**src/rtl/pov_pkg.sv**
```systemverilog
package pov_pkg;

    // Slice geometry in pixels
    localparam int row_size = 80;
    localparam int column_size = 48;
    localparam int image_size = row_size * column_size;
    localparam int idx_width = $clog2(image_size);

    // Panel geometry
    localparam int multiplexing = 8;
    localparam int led_per_driver = 16;
    localparam int drivers_per_row = 10;
    localparam int driver_rows = 3;
    localparam int num_drivers = drivers_per_row * driver_rows;

    // Bit slots per LED colour, MSB first
    localparam int poker_mode = 9;

    // Colour order within one LED
    localparam logic [1:0] colour_red = 2'd0;
    localparam logic [1:0] colour_green = 2'd1;
    localparam logic [1:0] colour_blue = 2'd2;

    // External RAM
    localparam int ram_addr_width = 32;
    localparam int unsigned ram_base = 0;

    // Credit loops
    localparam int fifo_depth = 4;
    localparam int fifo_ptr_width = $clog2(fifo_depth);
    localparam int credit_width = $clog2(fifo_depth + 1);
    localparam int ext_credit_width = 8;

    typedef logic [7:0] slice_pos_t;

    // RGB565, red in the top bits
    typedef struct packed {
        logic [4:0] red;
        logic [5:0] green;
        logic [4:0] blue;
    } rgb565_t;

    // One RAM word, stored raw and decoded by colour
    typedef union packed {
        logic [15:0] raw;
        rgb565_t     rgb;
    } pixel_t;

    typedef struct packed {
        logic [num_drivers-1:0] bits;
        logic                   last_of_plane;
    } scan_word_t;

    // Drivers pair up, even one on even columns and odd one on odd columns
    // Each pair covers 2 x multiplexing columns, each driver row 16 buffer rows
    function automatic logic [idx_width-1:0] driver_base(input int unsigned i);
        int unsigned pair;
        int unsigned side;
        int unsigned row;
        pair = (i % drivers_per_row) / 2;
        side = i % 2;
        row = i / drivers_per_row;
        return idx_width'(2 * multiplexing * pair + side + row * row_size * led_per_driver);
    endfunction

endpackage

```
**src/rtl/encoder_tracker.sv**
```systemverilog
`timescale 1ns/1ps

module encoder_tracker
    import pov_pkg::*;
(
    input  logic       clk_33,
    input  logic       nrst,
    input  logic       enc_sync,
    input  slice_pos_t enc_position,
    output logic       start,
    output slice_pos_t pos
);

    // Two synchronizer stages plus the edge register
    logic sync_q1;
    logic sync_q2;
    logic sync_q3;
    logic rise;

    // Rising edge on the synchronized strobe
    assign rise = sync_q2 && !sync_q3;

    always_ff @(posedge clk_33) begin
        if (!nrst) begin
            sync_q1 <= 1'b0;
            sync_q2 <= 1'b0;
            sync_q3 <= 1'b0;
            start <= 1'b0;
            pos <= '0;
        end else begin
            sync_q1 <= enc_sync;
            sync_q2 <= sync_q1;
            sync_q3 <= sync_q2;
            start <= rise;
            // Position is stable around the strobe
            if (rise) begin
                pos <= enc_position;
            end
        end
    end

    // One slice request per strobe edge
    a_start_single: assert property (@(posedge clk_33) disable iff (!nrst) start |=> !start);

endmodule

```
**config.mk**
```make
export PLATFORM = sky130hd
export DESIGN_NAME = encoder_tracker
export DESIGN_NICKNAME = d
export VERILOG_FILES = /design/src/rtl/pov_pkg.sv /design/src/rtl/encoder_tracker.sv
export SDC_FILE = /design/constraint.sdc
export NUM_CORES = 1
export LEC_CHECK = 0
export ABC_AREA = 1
export BUFFER_PORTS_ARGS = -buffer_cell sky130_fd_sc_hd__buf_2
export CORE_AREA = 5 5 42 44
export DETAILED_ROUTE_END_ITERATION = 8
export DIE_AREA = 0 0 47 49
export GPL_ROUTABILITY_DRIVEN = 0
export PLACE_DENSITY = 0.62
export SLEW_MARGIN = 25
export SYNTH_ARGS = -nofsm -noshare
export SYNTH_HDL_FRONTEND = slang
export SYNTH_SLANG_ARGS = --single-unit
```
**constraint.sdc**
```tcl
create_clock -name clk_33 -period 1 [get_ports clk_33]
set_clock_uncertainty 0.15 [all_clocks]
set_input_delay 0.05 -clock clk_33 [delete_from_list [all_inputs] [get_ports clk_33]]
set_output_delay 0.05 -clock clk_33 [all_outputs]
set_load 0.01 [all_outputs]
```
==> results.yml <==
critical_path:
  critPathTopFamily: "simple AND/OR/NAND/NOR gates"
  rr_startpoint: "sync_q2"
  cp_common_cell: "nor2_1"
  path_cells: "inv_2 -> nor2_4 -> nor2_1 -> nor2_1"
  crit_buf_inv: 1
  path_depth: 4
  crit_end: "pos[6]"
  r2r_setup_slack_ns: 0.05
  startpoint: "sync_q2"
  crit_arrival_ns: 1.02
  startpoint_type: "register"
  path_max_fanout: 8
  crit_required_ns: 1.07
  crit_type: "register to register"
  critPathCaptureType: "register"
  critical_path.max_stage_delay_ns: 0.34
  slowest_stage: "dfxtp_2"
  r2r_end: "pos[6]"
  reg2reg_depth: 4
synth:
  netlist_instances: 64
  ys_ff_latch: 12
  yosysSeqAreaShare_pct: 52.0
  syn_area_sq_um: 462
  syn-num-nets: 75
  syn_area_per_cell_sq_um: 7.21
  synth.distinct_cells: 9
  synth_warnings: 0
cells_and_area:
  n_antenna_cell: 0
  final_cell_area_sq_um: 709
  drive_gt1_share_pct: 31.3
  layout.nets: 108
  layout_common_cells: "19 x buf_2, 16 x nor2_1, 11 x inv_1, 11 x nand2_1"
  syn_to_final_growth_pct: 53.7
  layout_commonest_cell: "buf_2"
  finalNonFillerCells: 112
detailed_routing:
  firstDrtPassIters: 4
  drc: 0
  dr.first_iter.drc_count: 6
  wirelength_microns: 1030
  num_vias: 462
  post_drt_via_cell_ratio: 4.13
  ant_nets: 0
  wire_per_inst_microns: 9.21
clocking:
  root_buffer: "clkbuf_4"
  cts_tree: "yes"
  numCtsBuffers: 3
  clock_sinks: 12
  clk_pin_slew_ns: 0.07
  insertion_delay_ns: 0.27
  clk_path_buf_depth: 2
  htreeDepth: 1
power_and_ir_drop:
  p_switching_uw: 234
  power_density_mw_per_mm2: 1450
  combPwrFrac_pct: 13.5
  p_int_uw: 797
  p_total_uw: 1030
  p_seq_share_pct: 49.6
  ir_drop_mv: 0.812
  p_sw_share_pct: 22.7
  leakage_uw: 0.000397
  clkPwrFrac_pct: 36.9
flow_run:
  drv_cap: 0
global_route:
  grtUsageTotal_pct: 10.0
  met3_usage_pct: 5.54
  met1_usage_pct: 11.8
  grt_use_met2_pct: 15.4
  grt_max_degree: 12
  antenna_found_initial: 0
  busiest_layer: "met2"
  first_global_vias: 426
  grt_pass1_wl_microns: 1700
  gr-total-overflow: 0
timing:
  slew_headroom_pct: 85.4
  rsz0062_at_grt: "yes"
  tightest_slew_ns: 0.219
  finalCritPeriodShare_pct: 94.9
  timing.hold.ws_ns: 0.261
  setup_viol: 0
  hold_viol: 0
  max_freq_ghz: 1.05
  min_period_ns: 0.949
  layout_setup_ws_ns: 0.0508
  finalMaxSlewViolations: 0
placement:
  io_buffers: 19
  hpwl_microns: 678
  place_area_sq_um: 568
  dp.cells: 98
  pre_cts_slack_ns: 0.0128
floorplan:
  fp-row-count: 14
  io_pins: 20
  dieHeight_microns: 49
  start_util_pct: 32.9
  dieArea_sq_mm: 0.00230
  core_sq_mm: 0.00140
  die_x_microns: 47
hold_path:
  hp-class: "register to register"
run_status:
  status: "complete, no violations"
power groups by stage:
| stage | clock network [uW] | logic, uW | registers (uW) |
|---|---|---|---|
| 6_report | 380 | 140 | 511 |
| 2_1_floorplan | 0 | 56.4 | 531 |
| 3_5_place_dp | 0 | 109 | 522 |
| 3_3_place_gp | 0 | 108 | 521 |
| 5_1_grt | 411 | 159 | 514 |
| 4_1_cts | 392 | 139 | 511 |
repair_timing:
action,CTS,global route
hold endpoints to repair,12,0
hold buffers,10,0
setup endpoints to repair,1,8
pin swaps,0,10
buffers inserted,0,0
gates resized for setup,1,3
synth_stat cells (all sizes together):
| cell type | instances | area [sq um] |
|---|---|---|
| nand2 | 11 | 41.3 |
| buf | 2 | 16.3 |
| nand3 | 8 | 40.0 |
| inv | 13 | 48.8 |
| nor2 | 18 | 75.1 |
| dfxtp | 12 | 240 |
through the flow:
stage               TNS, ns  util [%]
global placement          0      40.5
global route        -0.0888      50.6
finish                    0      50.6
floorplan                 0         -
detailed placement        0      40.5
CTS                       0      50.3
how the worst min path moves through the flow:
stage / cells past startpoint / startpoint / endpoint / slack (ns)
2_1_floorplan: 2 / enc_sync / sync_q1 / -0.002
3_3_place_gp: 3 / enc_sync / sync_q1 / 0.08
3_5_place_dp: 3 / enc_sync / sync_q1 / 0.09
5_1_grt: 2 / sync_q1 / sync_q2 / 0.28
6_report: 2 / sync_q1 / sync_q2 / 0.26
4_1_cts: 2 / sync_q1 / sync_q2 / 0.27
logic make-up after synthesis:
logic type	count (synthesis)	synth area share, %
simple gates	37	33.9
buf+inv	15	14.1
flops	12	52.0
layer usage:
layer  up-vias  part of all wire (%)
met5         -                     0
met4         0                  0.97
met3         2                    10
met2        18                    46
met1       193                    43
li1        249                     -
worst register-to-register path: stages, from the launching register on:
cell,delay [ns]
dfxtp_2,0.34
inv_2,0.04
nor2_4,0.21
nor2_1,0.07
nor2_1,0.09
registers in the layout, summed over array words and instances, names as in the netlist:
name,flops
pos,8
sync_q3,1
sync_q2,1
start,1
sync_q1,1
area by class of cell:
type,instances,area [sq um]
Fill cell,150,692
Tap cell,16,20.0
Clock buffer,4,36.3
Timing Repair Buffer,30,203
Inverter,13,48.8
Sequential cell,12,243
Multi-Input combinational cell,37,159
Note: power is estimated with default switching activity, not from simulation.
