File: src/rtl/pov_pkg.sv
package pov_pkg;

    // Slice geometry in pixels
    localparam int row_size = 80;
    localparam int column_size = 48;
    localparam int image_size = row_size * column_size;
    localparam int idx_width = $clog2(image_size);

    // Panel geometry
    localparam int multiplexing = 8;
    localparam int led_per_driver = 16;
    localparam int drivers_per_row = 10;
    localparam int driver_rows = 3;
    localparam int num_drivers = drivers_per_row * driver_rows;

    // Bit slots per LED colour, MSB first
    localparam int poker_mode = 9;

    // Colour order within one LED
    localparam logic [1:0] colour_red = 2'd0;
    localparam logic [1:0] colour_green = 2'd1;
    localparam logic [1:0] colour_blue = 2'd2;

    // External RAM
    localparam int ram_addr_width = 32;
    localparam int unsigned ram_base = 0;

    // Credit loops
    localparam int fifo_depth = 4;
    localparam int fifo_ptr_width = $clog2(fifo_depth);
    localparam int credit_width = $clog2(fifo_depth + 1);
    localparam int ext_credit_width = 8;

    typedef logic [7:0] slice_pos_t;

    // RGB565, red in the top bits
    typedef struct packed {
        logic [4:0] red;
        logic [5:0] green;
        logic [4:0] blue;
    } rgb565_t;

    // One RAM word, stored raw and decoded by colour
    typedef union packed {
        logic [15:0] raw;
        rgb565_t     rgb;
    } pixel_t;

    typedef struct packed {
        logic [num_drivers-1:0] bits;
        logic                   last_of_plane;
    } scan_word_t;

    // Drivers pair up, even one on even columns and odd one on odd columns
    // Each pair covers 2 x multiplexing columns, each driver row 16 buffer rows
    function automatic logic [idx_width-1:0] driver_base(input int unsigned i);
        int unsigned pair;
        int unsigned side;
        int unsigned row;
        pair = (i % drivers_per_row) / 2;
        side = i % 2;
        row = i / drivers_per_row;
        return idx_width'(2 * multiplexing * pair + side + row * row_size * led_per_driver);
    endfunction

endpackage

File: src/rtl/driver_main_controller.sv
`timescale 1ns/1ps

module driver_main_controller
    import pov_pkg::*;
(
    input  logic       clk_33,
    input  logic       nrst,
    input  scan_word_t word,
    input  logic       word_valid,
    output logic       credit_return,
    input  logic       chain_credit,
    output scan_word_t drv_word,
    output logic       drv_valid,
    output logic       lat
);

    // Word FIFO
    scan_word_t                  mem [fifo_depth];
    logic [fifo_ptr_width-1:0]   wr_ptr;
    logic [fifo_ptr_width-1:0]   rd_ptr;
    logic [credit_width-1:0]     count;

    // Credits granted by the external chain
    logic [ext_credit_width-1:0] ext_credits;
    logic                        pop;

    // Pop needs a stored word and a chain credit
    assign pop = (count != '0) && (ext_credits != '0);

    // Storage and output word
    always_ff @(posedge clk_33) begin
        if (word_valid) begin
            mem[wr_ptr] <= word;
        end
        if (pop) begin
            drv_word <= mem[rd_ptr];
        end
    end

    always_ff @(posedge clk_33) begin
        if (!nrst) begin
            wr_ptr <= '0;
            rd_ptr <= '0;
            count <= '0;
            ext_credits <= '0;
            drv_valid <= 1'b0;
            credit_return <= 1'b0;
            lat <= 1'b0;
        end else begin
            if (word_valid) begin
                wr_ptr <= wr_ptr + 1'b1;
            end
            if (pop) begin
                rd_ptr <= rd_ptr + 1'b1;
            end
            count <= count + credit_width'(word_valid) - credit_width'(pop);
            ext_credits <= ext_credits + ext_credit_width'(chain_credit)
                           - ext_credit_width'(pop);
            drv_valid <= pop;
            // Freed slot goes back to the scanner
            credit_return <= pop;
            // Latch one cycle after the plane's last word
            lat <= drv_valid && drv_word.last_of_plane;
        end
    end

    // Scanner credits keep the FIFO from overflowing
    a_no_overflow: assert property (@(posedge clk_33) disable iff (!nrst)
        word_valid |-> count < credit_width'(fifo_depth));

    a_ext_credit_wrap: assert property (@(posedge clk_33) disable iff (!nrst)
        chain_credit |-> ext_credits != '1);

endmodule

File: config.mk
export PLATFORM = sky130hd
export DESIGN_NAME = driver_main_controller
export DESIGN_NICKNAME = d
export VERILOG_FILES = /design/src/rtl/pov_pkg.sv /design/src/rtl/driver_main_controller.sv
export SDC_FILE = /design/constraint.sdc
export NUM_CORES = 1
export LEC_CHECK = 0
export BUFFER_PORTS_ARGS = -buffer_cell sky130_fd_sc_hd__buf_2
export CORE_ASPECT_RATIO = 1.75
export CORE_UTILIZATION = 55
export DETAILED_ROUTE_END_ITERATION = 10
export PLACE_DENSITY_LB_ADDON = 0.1
export SETUP_SLACK_MARGIN = 0.05
export SYNTH_ARGS = -nofsm -noshare
export SYNTH_HDL_FRONTEND = slang
export SYNTH_SLANG_ARGS = --single-unit
File: constraint.sdc
create_clock -name clk_33 -period 3 [get_ports clk_33]
set_input_delay 0.3 -clock clk_33 [delete_from_list [all_inputs] [get_ports clk_33]]
set_output_delay 0.3 -clock clk_33 [all_outputs]
set_load 0.05 [all_outputs]
==> reports/qor.csv <==
stage,metric,value,unit
layout,finalNetCount,436,
route,ant_nets,0,
timing,tightest_slew,923.8,ps
global_route,grt_start_max_net_pins,33,
layout,drive_gt1_share,36.02,%
power,vdd_ir_drop_max,0.4645,mV
place,port_buffers,68,
route,vias,2965,
clock_network,hold_buffers,0,
power,internal-power,5.175,mW
die,die_area,12210,um^2
route,vias_per_cell,5.573,
timing,fin_tns_setup,0,ps
clock_network,cts_inserted_buffers,17,
clock_network,clockBufferDepth,2,
worst_setup_path,start_kind,register,
timing,fin_worst_skew,8.246,ps
layout,synthToLayoutAreaGrowth,15.95,%
synthesis,yosys_register_bits,172,
clock_network,clk_latency,420,ps
die,start_util,56.14,%
clock_network,cts_tree,built,
route,drt_wl_total,10.36,mm
worst_setup_path,cp.arrival,3060,ps
clock_network,clk_pin_slew,70,ps
power,swShare,35.70,%
global_route,grt_pass1_vias,3182,
global_route,grt.total_usage,18.86,%
power,p_leak,2.643,nW
global_route,grt_overflow,0,
die,die_y,145.4,um
clock_network,numClockSinks,172,
route,wire_per_inst,19.47,um
worst_setup_path,critical_path.max_fanout,4,
run_status,violations,design-rule violations,
synthesis,syn_area,6465,um^2
timing,rsz0062_at_grt,no,
clock_network,cts_resized,0,
synthesis,ys_warn_count,0,
power,comb_power_share,32.2,%
synthesis,netlist_instances,305,
clock_network,clockRootBuffer,clkbuf_16,
layout,final_common_cell,edfxtp_1,
synthesis,syn_area_per_cell,21.20,um^2
layout,antennaDiodeCount,0,
job,maxCapViolations,0,
hold_path,hp-class,in -> reg,
run_status,status,finished with violations,
layout,layout_common_cells,"edfxtp_1 (155), buf_2 (68), mux4_2 (31)",
clock_network,cts.htree.levels,4,
route,dr.first_iter.drc_count,122,
timing,slew_violations,0,
worst_setup_path,worst-setup-path-type,reg -> reg,
place,routabilityCongestion,0.7417,
die,floorplan.io_pins,69,
synthesis,yosysUniqueCellTypes,38,
synthesis,synth_top_area_share,72.00,%
synthesis,synth_nets,357,
route,drt_pre_antenna_iters,7,
synthesis,synth_top_area_cell,edfxtp_1,
layout,final_cells,532,
global_route,antenna_found_initial,0,
power,clkPwrFrac,25.3,%
worst_setup_path,cp-end-kind,register,
power,p_sw,2.873,mW
timing,hold_viol,0,
place,dpl.hpwl,6.087,mm
route,drc,6,
place,dp_cells,499,
timing,slew_headroom,38.41,%
timing,period_share,91.73,%
power,power_density,1074,nW/um^2
worst_setup_path,cp.required,3310,ps
timing,fmax,0.3634,GHz
die,core_area,11520,um^2
timing,setup_viol,0,
global_route,grt_pass1_wl,16.69,mm
die,rows,52,
timing,timing.final.crit_period,2752,ps
power,p_seq_share,42.5,%
synthesis,synth.area.top_cells,"edfxtp_1 (72%), mux4_2 (11%), dfxtp_1 (5.3%)",
synthesis,ys_seq_area_share,77.26,%
die,die_w,83.96,um
==> sequential cells by signal, indices dropped and copies added, names as in the netlist <==
name	count
drv_valid	1
count	3
drv_word	31
wr_ptr	2
rd_ptr	2
ext_credits	8
lat	1
mem	124
==> cells in the mapped netlist, drive strengths merged <==
| cell | number |
|---|---|
| edfxtp | 155 |
| mux4 | 31 |
| dfxtp | 17 |
| and2 | 16 |
| ha | 15 |
| inv | 11 |
| buf | 8 |
| nand2 | 6 |
| xnor2 | 5 |
| a21oi | 4 |
| clkbuf | 3 |
| xor2 | 3 |
| and3 | 2 |
| fa | 2 |
| mux2i | 2 |
| nand2b | 2 |
| nand3 | 2 |
| nand4 | 2 |
| nor4b | 2 |
| o21ai | 2 |
| o21bai | 2 |
| or2 | 2 |
| or3 | 2 |
| a221oi | 1 |
| a41oi | 1 |
| and3b | 1 |
| nand4b | 1 |
| nor2 | 1 |
| nor2b | 1 |
| nor3 | 1 |
| o211ai | 1 |
| or4 | 1 |
==> worst paths after layout <==
path | from | slack [ps] | cells after the start | to
setup reg to reg | ext_credits[6] | 250 | 12 | ext_credits[6]
hold reg to reg | drv_word[0] | 490 | 1 | lat
hold / removal | word[2] | 90 | 1 | mem[3][2]
setup / recovery | ext_credits[6] | 250 | 12 | ext_credits[6]
==> power by group through the flow <==
stage               clock network [mW]  logic (mW)  registers, mW
detailed placement                   0        2.63           3.48
global placement                     0        2.60           3.48
global route                      2.16        2.80           3.47
finish                            2.03        2.59           3.42
floorplan                            0        1.34           4.16
CTS                               2.08        2.64           3.44
==> cell families (layout without fill, tap and decap cells) <==
kind of cell | count (synthesis) | in the layout | share of synthesized area (%)
compound gates | 11 | 11 | 1.277
xor+xnor | 8 | 8 | 1.084
fa+ha+maj | 17 | 17 | 3.522
buf+inv | 22 | 114 | 1.761
flops | 172 | 172 | 77.26
mux | 33 | 33 | 11.11
simple gates | 42 | 42 | 3.987
==> layout make-up <==
type                            instances  area (um^2)
Fill cell                             790         4020
Inverter                               11        41.29
Clock buffer                           17        425.4
Multi-Input combinational cell        111         1361
Clock inverter                         15        126.4
Timing Repair Buffer                   71        375.4
Sequential cell                       172         4997
Tap cell                              135        168.9
==> routing by layer <==
| metal | share of wire [%] | routed length (um) | global-route usage [%] | vias to the layer above |
|---|---|---|---|---|
| met5 | 0 | 0 | 0 | - |
| met4 | 1.4 | 140 | 5.948 | 0 |
| met3 | 3.0 | 308 | 4.935 | 11 |
| met2 | 55 | 5723 | 33.57 | 61 |
| met1 | 40 | 4184 | 22.26 | 1519 |
| li1 | - | - | - | 1374 |
==> what timing repair did <==
| item | CTS | global route |
|---|---|---|
| setup buffers | 0 | 1 |
| endpoints found under the setup margin | 0 | 1 |
| hold endpoints to repair | 0 | 0 |
==> metrics by stage <==
stage               area [um^2]  hold slack (ps)  util, %  total power, mW  worst slack [ps]
floorplan                  6465            398.9        -            5.503             476.8
global placement           6937            481.6    60.23            6.084             303.2
detailed placement         6937            476.1    60.23            6.116             206.6
CTS                        7488            73.92    65.03            8.154             185.2
global route               7496            75.99    65.09            8.439             59.16
finish                     7496            90.28    65.09            8.047             248.0
==> critical path, stage by stage (launching register included) <==
cell and delay (ps):
dfxtp_1 300, inv_1 70, ha_1 170, nand4b_1 190, o21ai_2 260, or2_1 200
nand2_1 70, ha_1 210, fa_1 400, a21oi_1 190, nor4b_1 80, or3_1 340
and3_1 160
No activity file was read; power rests on OpenSTA's default activity.
