$ cat config.mk
export PLATFORM = sky130hd
export DESIGN_NAME = slice_fetch
export DESIGN_NICKNAME = d
export VERILOG_FILES = /design/src/rtl/pov_pkg.sv /design/src/rtl/slice_fetch.sv
export SDC_FILE = /design/constraint.sdc
export NUM_CORES = 1
export LEC_CHECK = 0
export ABC_AREA = 1
export BUFFER_PORTS_ARGS = -buffer_cell sky130_fd_sc_hd__buf_2
export CELL_PAD_IN_SITES_DETAIL_PLACEMENT = 1
export CELL_PAD_IN_SITES_GLOBAL_PLACEMENT = 1
export CORE_MARGIN = 2
export CORE_UTILIZATION = 42
export DETAILED_ROUTE_END_ITERATION = 10
export GPL_ROUTABILITY_DRIVEN = 0
export PLACE_DENSITY_LB_ADDON = 0.1
export SLEW_MARGIN = 20
export SYNTH_ARGS = -nofsm -noshare
export SYNTH_HDL_FRONTEND = slang
export SYNTH_SLANG_ARGS = --single-unit
$ cat constraint.sdc
create_clock -name clk_33 -period 6 [get_ports clk_33]
set_clock_uncertainty 0.1 [all_clocks]
set_input_delay 0.3 -clock clk_33 [delete_from_list [all_inputs] [get_ports clk_33]]
set_output_delay 0.3 -clock clk_33 [all_outputs]
set_load 0.005 [all_outputs]
$ cat src/rtl/pov_pkg.sv
package pov_pkg;

    // Slice geometry in pixels
    localparam int row_size = 80;
    localparam int column_size = 48;
    localparam int image_size = row_size * column_size;
    localparam int idx_width = $clog2(image_size);

    // Panel geometry
    localparam int multiplexing = 8;
    localparam int led_per_driver = 16;
    localparam int drivers_per_row = 10;
    localparam int driver_rows = 3;
    localparam int num_drivers = drivers_per_row * driver_rows;

    // Bit slots per LED colour, MSB first
    localparam int poker_mode = 9;

    // Colour order within one LED
    localparam logic [1:0] colour_red = 2'd0;
    localparam logic [1:0] colour_green = 2'd1;
    localparam logic [1:0] colour_blue = 2'd2;

    // External RAM
    localparam int ram_addr_width = 32;
    localparam int unsigned ram_base = 0;

    // Credit loops
    localparam int fifo_depth = 4;
    localparam int fifo_ptr_width = $clog2(fifo_depth);
    localparam int credit_width = $clog2(fifo_depth + 1);
    localparam int ext_credit_width = 8;

    typedef logic [7:0] slice_pos_t;

    // RGB565, red in the top bits
    typedef struct packed {
        logic [4:0] red;
        logic [5:0] green;
        logic [4:0] blue;
    } rgb565_t;

    // One RAM word, stored raw and decoded by colour
    typedef union packed {
        logic [15:0] raw;
        rgb565_t     rgb;
    } pixel_t;

    typedef struct packed {
        logic [num_drivers-1:0] bits;
        logic                   last_of_plane;
    } scan_word_t;

    // Drivers pair up, even one on even columns and odd one on odd columns
    // Each pair covers 2 x multiplexing columns, each driver row 16 buffer rows
    function automatic logic [idx_width-1:0] driver_base(input int unsigned i);
        int unsigned pair;
        int unsigned side;
        int unsigned row;
        pair = (i % drivers_per_row) / 2;
        side = i % 2;
        row = i / drivers_per_row;
        return idx_width'(2 * multiplexing * pair + side + row * row_size * led_per_driver);
    endfunction

endpackage

$ cat src/rtl/slice_fetch.sv
`timescale 1ns/1ps

module slice_fetch
    import pov_pkg::*;
(
    input  logic                      clk_33,
    input  logic                      nrst,
    input  logic                      start,
    input  slice_pos_t                pos,
    output logic [ram_addr_width-1:0] ram_addr,
    input  pixel_t                    ram_data,
    output logic                      wr_en,
    output logic [idx_width-1:0]      wr_idx,
    output pixel_t                    wr_pixel,
    output logic                      swap
);

    // Address stage state
    logic                 busy;
    logic [idx_width-1:0] addr_cnt;
    logic                 last_addr;

    assign last_addr = busy && (addr_cnt == idx_width'(image_size - 1));

    // RAM data lines up with the delayed write index
    assign wr_pixel = ram_data;

    // Address generation, restarted by every start
    always_ff @(posedge clk_33) begin
        if (!nrst) begin
            busy <= 1'b0;
            addr_cnt <= '0;
            ram_addr <= '0;
        end else if (start) begin
            busy <= 1'b1;
            addr_cnt <= '0;
            ram_addr <= ram_addr_width'(pos) * ram_addr_width'(image_size)
                        + ram_addr_width'(ram_base);
        end else if (busy) begin
            if (last_addr) begin
                // Hold the last address once the slice is issued
                busy <= 1'b0;
            end else begin
                ram_addr <= ram_addr + 1'b1;
                addr_cnt <= addr_cnt + 1'b1;
            end
        end
    end

    // Write stage, one cycle behind for the RAM latency
    always_ff @(posedge clk_33) begin
        if (!nrst) begin
            wr_en <= 1'b0;
            wr_idx <= '0;
            swap <= 1'b0;
        end else begin
            wr_en <= busy;
            wr_idx <= addr_cnt;
            // Only a fully written slice goes on display
            swap <= wr_en && (wr_idx == idx_width'(image_size - 1));
        end
    end

    a_wr_idx_range: assert property (@(posedge clk_33) disable iff (!nrst)
        wr_en |-> wr_idx < idx_width'(image_size));

endmodule

==> impl_results.md <==
* Outcome: completed
* Final Hold Viols at 0
* Power Dens Cells at roughly 250 mW/mm^2
* Cells after Synth at ~610
* Final Power at 1.14 mW
* Starting density of the core at 43.6%
* Worst-margin pin slew at approximately 520 ps
* Remaining routing DRC violations at 0
* Drt via density at roughly 5.1
* Drt total wl at 11.7 mm
* GRT overflow at 0
* Startpoint types: primary input
* Area of the core at about 0.0093 mm^2
* Hold Crit Class: in -> reg
* Die W at between 100 and 150 um
* Yosys warnings at 0
* #FFs+latches synth at 59
* Slowest CP cell: fa_1
* Clock root buffer: clkbuf_8
* Area added between synthesis and finish at 12.7%
* Share of cells above drive strength 1 at 14.7%
* Cell area after synthesis at between 0.004 and 0.005 mm^2
* Die ar. at about 0.010 mm^2
* NumNets Final at ~700
* Final period util at a little under half
* First-pass GRT wire length at just under 20 mm
* Clock buffer depth at 2
* Setup Buffers After CTS at 0
* Reg2reg end: addr_cnt[6]
* I/O Buffers at 56
* Final HPWL DP at between 9 and 10 mm
* Clock-pin slew on the worst setup and hold paths at about 70 ps
* Clk Latency, worst-skew pair at around 340 ps
* Crit path capture: ram_addr[17]
* Via count at 3,969
* MaxCap Viol Count at 0
* Max-slew headroom at between 60 and 70%
* CP Max Fanout at 5
* CTS tree: yes
* Multi-input logic area at ~0.0024 mm^2
* Cts bufs inserted at 9
* Num rows at 35
* TNS Setup at 0 ps
* Worst path max stage delay at between 500 and 600 ps
* Syn_nets at ~660
* H-tree Lvls at 3
* FF/Latch Area at between 0.001 and 0.0015 mm^2
* Max Clock Freq at about 360 MHz
* Min-Delay Path Depth at 3
* Post-synthesis area per instance at between 6 and 7 um^2
* # hold bufs at CTS at 0
* Crit Path Category: in -> reg
* Commonest non-fill, non-tap cell in the layout: nand2_1
* Clock sink count at about 60
* Vias in the first global route at between 4,000 and 5,000
* Crit path from: pos[5]
* FF-to-FF path depth at 9
* Num ports at 89
* Finished Layout Cells at around 800
* Worst path cell trace: buf_2 > inv_1 > fa_1 > fa_1 > inv_1 > ha_1 > a21oi_1 > nor2_1 > nor2_1 > nand3b_1 > nand3_1 > nand3_1 > nand2_1 > inv_1
* Antenna violations before repair at 0
* Most frequent cells in the layout: nand2_1, inv_1, nor2_1
* FILL cells at between 1,000 and 1,500
* Final Max Slew Viols at 0
* Placed cell area at around 0.0043 mm^2
* Final setup viols at 0
* Seq/Total Area, Yosys at roughly 29%
* Worst vdd ir at roughly 0.12 mV
* TritonRoute pass-1 iters at 4
* RSZ-0062 raised after global routing: false
* Worst r2r src: addr_cnt[0]
* Total track usage at between 20% and 30%
* Detailed router's first-iteration violation count at 100
* Placed insts at 765
* Most used cell along the critical path: inv_1
* Die Ht at just over 100 um
* Pin count of the biggest net entering global routing at 28
* Design area at about 0.0046 mm^2
* Wirelength per Cell at between 10 and 15 um
* Final ANT Viol Nets at 0
* Lkg Pwr at 2.04 nW
* Critical Path AT at just under 3000 ps
* Worst EP required at around 6100 ps
* R2R setup slack at 3940 ps
* Ant diodes at 0
* Cts repair resizes at 0
* Worst setup EP type: register
* Synth unique cells at 36
* Tmin final at 2790 ps
## through the flow
stage / hold WS, ps / util (%) / setup slack [ps]
floorplan: 324 / - / 3230
global placement: 336 / 46.5 / 3000
finish: 198 / 49.1 / 3210
detailed placement: 352 / 46.5 / 2840
CTS: 196 / 49.1 / 3190
global route: 212 / 49.1 / 2980
## cell families after synthesis
| family | count (synthesis) | synth area share (%) |
|---|---|---|
| fa+ha+maj | 30 | 11.6 |
| buf+inv | 118 | 12.8 |
| xor+xnor | 4 | 0.862 |
| compound gates | 73 | 9.76 |
| simple gates | 321 | 35.8 |
| flops | 59 | 29.1 |
## per-layer routing
metal	vias to the layer above	GRT usage (%)	part of all wire [%]
met1	1881	29.4	45
met3	14	3.15	4.1
met4	0	6.15	1.5
li1	1994	-	-
met2	80	42.9	50
met5	-	0	0
## registers in the layout, summed over array words and instances (netlist names)
| signal | cells |
|---|---|
| addr_cnt | 12 |
| ram_addr | 32 |
| wr_idx | 12 |
| swap | 1 |
| busy | 1 |
| wr_en | 1 |
## how the worst min path moves through the flow
stage	to	startpoint	slack, ps
detailed placement	swap	wr_idx[0]	350
CTS	ram_addr[8]	pos[0]	200
global placement	swap	wr_idx[0]	340
global route	ram_addr[8]	pos[0]	210
floorplan	wr_idx[1]	addr_cnt[1]	320
finish	ram_addr[8]	pos[0]	200
## Yosys cell counts
library cell / n / share of area [%]
nand3_4: 1 / 0.43
nand4_1: 12 / 1.8
clkinv_1: 1 / 0.092
clkbuf_1: 5 / 0.46
nand2_1: 156 / 14
nor3_1: 15 / 1.8
buf_6: 2 / 0.55
nor3b_1: 2 / 0.37
o21ai_0: 27 / 3.3
buf_2: 3 / 0.37
inv_2: 1 / 0.092
xor2_1: 4 / 0.86
fa_1: 13 / 6.4
nand2_2: 4 / 0.62
o21a_1: 3 / 0.55
ha_1: 17 / 5.2
dfxtp_1: 59 / 29
nor4_1: 1 / 0.15
o211ai_1: 1 / 0.18
a21oi_1: 31 / 3.8
nand3b_1: 6 / 1.1
and3_1: 1 / 0.15
or2_0: 1 / 0.15
nand3_1: 45 / 5.5
o21bai_1: 3 / 0.55
or2_2: 2 / 0.31
buf_4: 16 / 3.0
nand4_2: 1 / 0.31
o21ai_2: 1 / 0.22
inv_1: 90 / 8.3
a21o_1: 1 / 0.18
nand2_4: 2 / 0.55
a31oi_1: 6 / 0.92
nor2_2: 7 / 1.1
nor2_1: 60 / 5.5
nor2_4: 5 / 1.4
## area by class of cell
| class | instances | share of cell area [%] |
|---|---|---|
| flip-flops and latches | 59 | 25.8 |
| clock inverters | 5 | 2.19 |
| clock buffers | 11 | 3.09 |
| multi-input cells | 428 | 51.6 |
| repair buffers | 57 | 6.29 |
| well taps | 129 | 3.53 |
| inverters | 92 | 7.55 |
## critical path: cells and delay by family
family / cells / cell delay, ps
AOI/OAI and AO/OA: 1 / 320
and+or+nand+nor: 6 / 540
adders and majority gates: 3 / 1350
buffers and inverters: 4 / 400
## power by group
part	leakage, nW	switching [mW]	internal, mW
clock network	0.123	0.170	0.286
registers	0.479	0.0213	0.405
logic	1.44	0.158	0.0941
No activity file was read; power rests on OpenSTA's default activity.
