`src/rtl/pov_pkg.sv`:
```
package pov_pkg;

    // Slice geometry in pixels
    localparam int row_size = 80;
    localparam int column_size = 48;
    localparam int image_size = row_size * column_size;
    localparam int idx_width = $clog2(image_size);

    // Panel geometry
    localparam int multiplexing = 8;
    localparam int led_per_driver = 16;
    localparam int drivers_per_row = 10;
    localparam int driver_rows = 3;
    localparam int num_drivers = drivers_per_row * driver_rows;

    // Bit slots per LED colour, MSB first
    localparam int poker_mode = 9;

    // Colour order within one LED
    localparam logic [1:0] colour_red = 2'd0;
    localparam logic [1:0] colour_green = 2'd1;
    localparam logic [1:0] colour_blue = 2'd2;

    // External RAM
    localparam int ram_addr_width = 32;
    localparam int unsigned ram_base = 0;

    // Credit loops
    localparam int fifo_depth = 4;
    localparam int fifo_ptr_width = $clog2(fifo_depth);
    localparam int credit_width = $clog2(fifo_depth + 1);
    localparam int ext_credit_width = 8;

    typedef logic [7:0] slice_pos_t;

    // RGB565, red in the top bits
    typedef struct packed {
        logic [4:0] red;
        logic [5:0] green;
        logic [4:0] blue;
    } rgb565_t;

    // One RAM word, stored raw and decoded by colour
    typedef union packed {
        logic [15:0] raw;
        rgb565_t     rgb;
    } pixel_t;

    typedef struct packed {
        logic [num_drivers-1:0] bits;
        logic                   last_of_plane;
    } scan_word_t;

    // Drivers pair up, even one on even columns and odd one on odd columns
    // Each pair covers 2 x multiplexing columns, each driver row 16 buffer rows
    function automatic logic [idx_width-1:0] driver_base(input int unsigned i);
        int unsigned pair;
        int unsigned side;
        int unsigned row;
        pair = (i % drivers_per_row) / 2;
        side = i % 2;
        row = i / drivers_per_row;
        return idx_width'(2 * multiplexing * pair + side + row * row_size * led_per_driver);
    endfunction

endpackage

```
`src/rtl/bitplane_scanner.sv`:
```
`timescale 1ns/1ps

module bitplane_scanner
    import pov_pkg::*;
(
    input  logic                 clk_33,
    input  logic                 nrst,
    output logic [idx_width-1:0] rd_idx,
    input  pixel_t               rd_pixel,
    output scan_word_t           word,
    output logic                 word_valid,
    input  logic                 credit_return
);

    // Scan position, outer to inner
    logic [$clog2(multiplexing)-1:0]   col;
    logic [$clog2(poker_mode)-1:0]     slot;
    logic [$clog2(led_per_driver)-1:0] led;
    logic [1:0]                        colour;

    // Read issue and capture, one driver per cycle
    logic                             issuing;
    logic [$clog2(num_drivers)-1:0]   drv_cnt;
    logic                             cap_valid;
    logic [$clog2(num_drivers)-1:0]   cap_drv;
    logic [num_drivers-1:0]           asm_bits;
    logic                             full;

    logic [credit_width-1:0] credits;
    logic                    send;

    // Bit of one colour in one slot, low slots padded with zero
    function automatic logic plane_bit(input pixel_t p, input logic [3:0] s,
                                       input logic [1:0] c);
        logic b;
        b = 1'b0;
        if (c == colour_green && s >= 3) begin
            b = p.rgb.green[s - 3];
        end else if (c == colour_red && s >= 4) begin
            b = p.rgb.red[s - 4];
        end else if (c == colour_blue && s >= 4) begin
            b = p.rgb.blue[s - 4];
        end
        return b;
    endfunction

    // Pixel of the current driver, column and LED
    assign rd_idx = driver_base(drv_cnt) + idx_width'(2 * col)
                    + idx_width'(led) * idx_width'(row_size);

    // Word leaves only when complete and paid for
    assign send = full && (credits != '0);

    always_ff @(posedge clk_33) begin
        if (!nrst) begin
            col <= '0;
            slot <= 4'(poker_mode - 1);
            led <= '0;
            colour <= colour_red;
            issuing <= 1'b1;
            drv_cnt <= '0;
            cap_valid <= 1'b0;
            cap_drv <= '0;
            full <= 1'b0;
            credits <= credit_width'(fifo_depth);
            word_valid <= 1'b0;
        end else begin
            cap_valid <= issuing;
            cap_drv <= drv_cnt;
            if (issuing) begin
                // Index parks on the last driver while the word waits
                if (drv_cnt == num_drivers - 1) begin
                    issuing <= 1'b0;
                end else begin
                    drv_cnt <= drv_cnt + 1'b1;
                end
            end
            if (cap_valid && cap_drv == num_drivers - 1) begin
                full <= 1'b1;
            end
            word_valid <= send;
            if (send) begin
                // Next word, counters stay put while stalled
                full <= 1'b0;
                issuing <= 1'b1;
                drv_cnt <= '0;
                colour <= colour + 1'b1;
                if (colour == colour_blue) begin
                    colour <= colour_red;
                    led <= led + 1'b1;
                    if (led == led_per_driver - 1) begin
                        led <= '0;
                        slot <= slot - 1'b1;
                        if (slot == 0) begin
                            slot <= 4'(poker_mode - 1);
                            col <= (col == multiplexing - 1) ? '0 : col + 1'b1;
                        end
                    end
                end
            end
            case ({send, credit_return})
                2'b10: credits <= credits - 1'b1;
                2'b01: credits <= credits + 1'b1;
                default: ;
            endcase
        end
    end

    // Word payload
    always_ff @(posedge clk_33) begin
        if (cap_valid) begin
            asm_bits[cap_drv] <= plane_bit(rd_pixel, slot, colour);
        end
        if (send) begin
            word.bits <= asm_bits;
            // Closes the 48 words of one bit slot
            word.last_of_plane <= (led == led_per_driver - 1) && (colour == colour_blue);
        end
    end

    a_credit_max: assert property (@(posedge clk_33) disable iff (!nrst)
        credits <= credit_width'(fifo_depth));

    // Controller never returns more than was spent
    a_credit_return: assert property (@(posedge clk_33) disable iff (!nrst)
        credit_return |-> credits < credit_width'(fifo_depth) || send);

endmodule

```
`config.mk`:
```
export PLATFORM = sky130hd
export DESIGN_NAME = bitplane_scanner
export DESIGN_NICKNAME = d
export VERILOG_FILES = /design/src/rtl/pov_pkg.sv /design/src/rtl/bitplane_scanner.sv
export SDC_FILE = /design/constraint.sdc
export NUM_CORES = 1
export LEC_CHECK = 0
export ABC_AREA = 0
export BUFFER_PORTS_ARGS = -buffer_cell sky130_fd_sc_hd__buf_4
export CORE_AREA = 4 4 83 101
export DETAILED_ROUTE_END_ITERATION = 10
export DIE_AREA = 0 0 87 105
export GPL_ROUTABILITY_DRIVEN = 0
export MAX_ROUTING_LAYER = met4
export PLACE_DENSITY = 0.79
export SLEW_MARGIN = 30
export SYNTH_ARGS = -nofsm -noshare
export SYNTH_HDL_FRONTEND = slang
export SYNTH_SLANG_ARGS = --single-unit
```
`constraint.sdc`:
```
create_clock -name clk_33 -period 9.6 [get_ports clk_33]
set_input_delay 1.44 -clock clk_33 [delete_from_list [all_inputs] [get_ports clk_33]]
set_output_delay 1.44 -clock clk_33 [all_outputs]
set_load 0.01 [all_outputs]
```
==> metrics <==
area leader, netlist=edfxtp_1; # clock sinks=91; Crit path top cell by count=ha_1; Max Slew Vio Count=0; num ports=63; Post-Syn Area=around 0.0043 mm^2; CP Cell Sequence=nor2_1 -> inv_1 -> ha_1 -> and4b_1 -> o21ai_1 -> nor4b_4 -> mux2i_1 -> ha_1 -> ha_1 -> inv_1 -> fa_1 -> nor2b_1 -> nor3_1 -> o21bai_1 -> a21oi_1 -> xnor3_1 -> buf_4; final WL=7.22 mm; Synth area leaders=edfxtp_1 (42%), dfxtp_1 (14%), ha_1 (8.1%); post-CTS repair timing setup buffer count=0; die width=between 80 and 90 um; critical setup path kind=flop to primary output; TritonCTS clock tree=done; Period minus WS final=5940 ps; area grow syn2layout=16.8%; Layout fillers=just under 600; CP max stage delay=between 400 and 500 ps; Static Leak=2.03 nW; clock latency on the worst-skew pair=between 300 and 400 ps; ys flop type=edfxtp_1; Synth top area share=0.423; #FFs+latches synth=between 90 and 100; IO Port Bufs=62; vias in the first global route=2823; drt initial violations=168; hold_buf cts=0; Routed Antenna Nets=0; Finished Layout Cells=522; Initial Util=0.578; gr ovfl total=0; row cnt=35; Post-synth EDFFs=61; most frequent cell after synthesis=nor2_1; Worst EP required=between 8000 and 9000 ps; core footprint=0.00749 mm^2; Post-DP HPWL=5.48 mm; die area=between 0.009 and 0.01 mm^2; sequential area share after synthesis=0.562; max-cap violations=0; Arrival @ worst endpoint=4500 ps; Distinct cells, synth=about 50; Critical-path top delay cell=dfxtp_1; WL/cell=13.8 um; Layout Nets=477; total CTS buffers=9; nature of the critical path endpoint=primary output; largest net degree at the start of global routing=32; Clock Skew=roughly 19 ps; Final period util=0.618; cell family with the largest share of critical-path delay=simple AND/OR/NAND/NOR gates; outcome=finished clean; power density over the cells=between 100 and 150 mW/mm^2; Synth Instances=~360; Clk pin slew, worst setup/hold paths=around 100 ps; RSZ-0062 raised after global routing=no; ys async rst share=0; top cells by count, synth=nor2_1 (62), edfxtp_1 (61), dfxtp_1 (30); # placed instances=506; Hold Vio Cnt, Final=0; initial antenna violation count=0; Total Neg Setup Slack=0 ps; hold crit path type=flop to flop; share of cells above drive strength 1=0.221; Layout Utilization=0.675; syn avg cell area=around 12 um^2; Ys Warns=0; CTS Root Cell=clkbuf_8; GRT Overall Usage=0.173; Inserted Diodes=0; Die Y=roughly 110 um; drc violations=0; Worst Setup Start Kind=flop; Vias per Instance=5.34; Slew HR=0.583; Final setup viols=0; DR vias=2787; Clock H-tree levels=3; Pre-Repair DR Iteration Count=4; Worst-Margin Slew=between 600 and 700 ps; fmax=~170 MHz; synthesized net count=between 400 and 500; clk buf depth=2; first-pass GRT wire length=12.3 mm; peak supply drop=116 uV; critical path peak fanout=17; crit path buf inv count=3; CTS resizes=0
layout by cell type (no fill, tap or decap), types with 2 or more instances in the layout:
| cell | netlist | final |
|---|---|---|
| and2_1 | 5 | 5 |
| nor2_1 | 62 | 62 |
| or3b_2 | 3 | 3 |
| nor3b_1 | 2 | 2 |
| nor2b_1 | 4 | 4 |
| nand3b_1 | 8 | 8 |
| and4b_1 | 2 | 2 |
| edfxtp_1 | 61 | 61 |
| ha_1 | 28 | 28 |
| nor3_1 | 9 | 9 |
| nand3_1 | 11 | 11 |
| nand2_1 | 17 | 17 |
| buf_4 | 3 | 63 |
| mux2i_1 | 9 | 9 |
| dfxtp_1 | 30 | 30 |
| o21bai_1 | 3 | 3 |
| or3_1 | 2 | 2 |
| xnor2_1 | 10 | 10 |
| o31ai_1 | 2 | 2 |
| inv_1 | 22 | 21 |
| mux4_2 | 3 | 3 |
| and3_1 | 2 | 2 |
| inv_8 | 0 | 3 |
| clkinv_4 | 0 | 2 |
| nor3_2 | 2 | 2 |
| fa_1 | 5 | 5 |
| o211a_1 | 2 | 2 |
| xor2_1 | 6 | 6 |
| a21oi_1 | 14 | 14 |
| o21ai_0 | 7 | 7 |
| clkbuf_8 | 0 | 9 |
layer usage:
metal	global-route usage	part of all wire	vias up
li1	-	-	1410
met1	0.195	0.40	1317
met2	0.299	0.54	52
met3	0.0371	0.041	8
met4	0.0612	0.013	0
met5	-	0	-
final timing paths:
check,slack [ps],from,depth (start not counted),to
worst max-delay path,3660,drv_cnt[2]$_SDFFE_PP0P_,17,rd_idx[11]
worst min-delay path,410,asm_bits[18]$_DFFE_PP_,0,word[19]$_DFFE_PP_
worst max register to register,7130,credits[0]$_SDFFE_PN0P_,8,credits[2]$_SDFFE_PN1P_
worst min register to register,410,asm_bits[18]$_DFFE_PP_,0,word[19]$_DFFE_PP_
worst register-to-register path, stage by stage, from the launching register on:
cell and delay (ps):
dfxtp_1 360, nor3_1 430, nand2b_1 390, ha_1 260, inv_1 60, fa_1 370
xor2_1 160, or3_1 300, nand3_1 90
cell families (layout without fill, tap and decap cells):
| family | after synthesis | in the layout | synth area share |
|---|---|---|---|
| AND/OR/NAND/NOR | 135 | 135 | 0.158 |
| XOR/XNOR | 17 | 17 | 0.0376 |
| buffers and inverters | 34 | 101 | 0.0353 |
| AO/OA/AOI/OAI | 41 | 41 | 0.0659 |
| flip-flops | 91 | 91 | 0.562 |
| adder cells (fa/ha/maj) | 33 | 33 | 0.104 |
| multiplexers | 12 | 12 | 0.0364 |
through the flow:
step | setup slack (ps) | area (um^2) | hold WS, ps | power [mW]
floorplan | 4650 | 4330 | 400 | 0.457
global placement | 4280 | 4850 | 404 | 0.468
detailed placement | 4040 | 4850 | 405 | 0.470
CTS | 3630 | 5050 | 415 | 0.718
global route | 3240 | 5050 | 417 | 0.740
finish | 3660 | 5050 | 411 | 0.710
where the power goes:
group / total (mW) / internal [mW] / switching, mW / leakage, nW
Clock: 0.249 / 0.103 / 0.146 / 0.103
Combinational: 0.0358 / 0.0166 / 0.0192 / 1.13
Sequential: 0.425 / 0.420 / 0.00528 / 0.798
flip-flops by register name, indices dropped and copies added, names as in the netlist:
register and count:
col 3, slot 4, credits 3, cap_valid 1
led 4, asm_bits 30, word 31, word_valid 1
colour 2, issuing 1, drv_cnt 5, full 1
cap_drv 5
layout make-up:
| cell class | count | area (um^2) | share of cell area |
|---|---|---|---|
| sequential | 91 | 2430 | 0.481 |
| inverter | 22 | 82.6 | 0.0163 |
| tap | 92 | 115 | 0.0228 |
| multi-input combinational | 238 | 1750 | 0.346 |
| clock inverter | 7 | 76.3 | 0.0151 |
| timing repair buffer | 63 | 473 | 0.0936 |
| clock buffer | 9 | 124 | 0.0245 |
(Power assumes the default switching activity.)
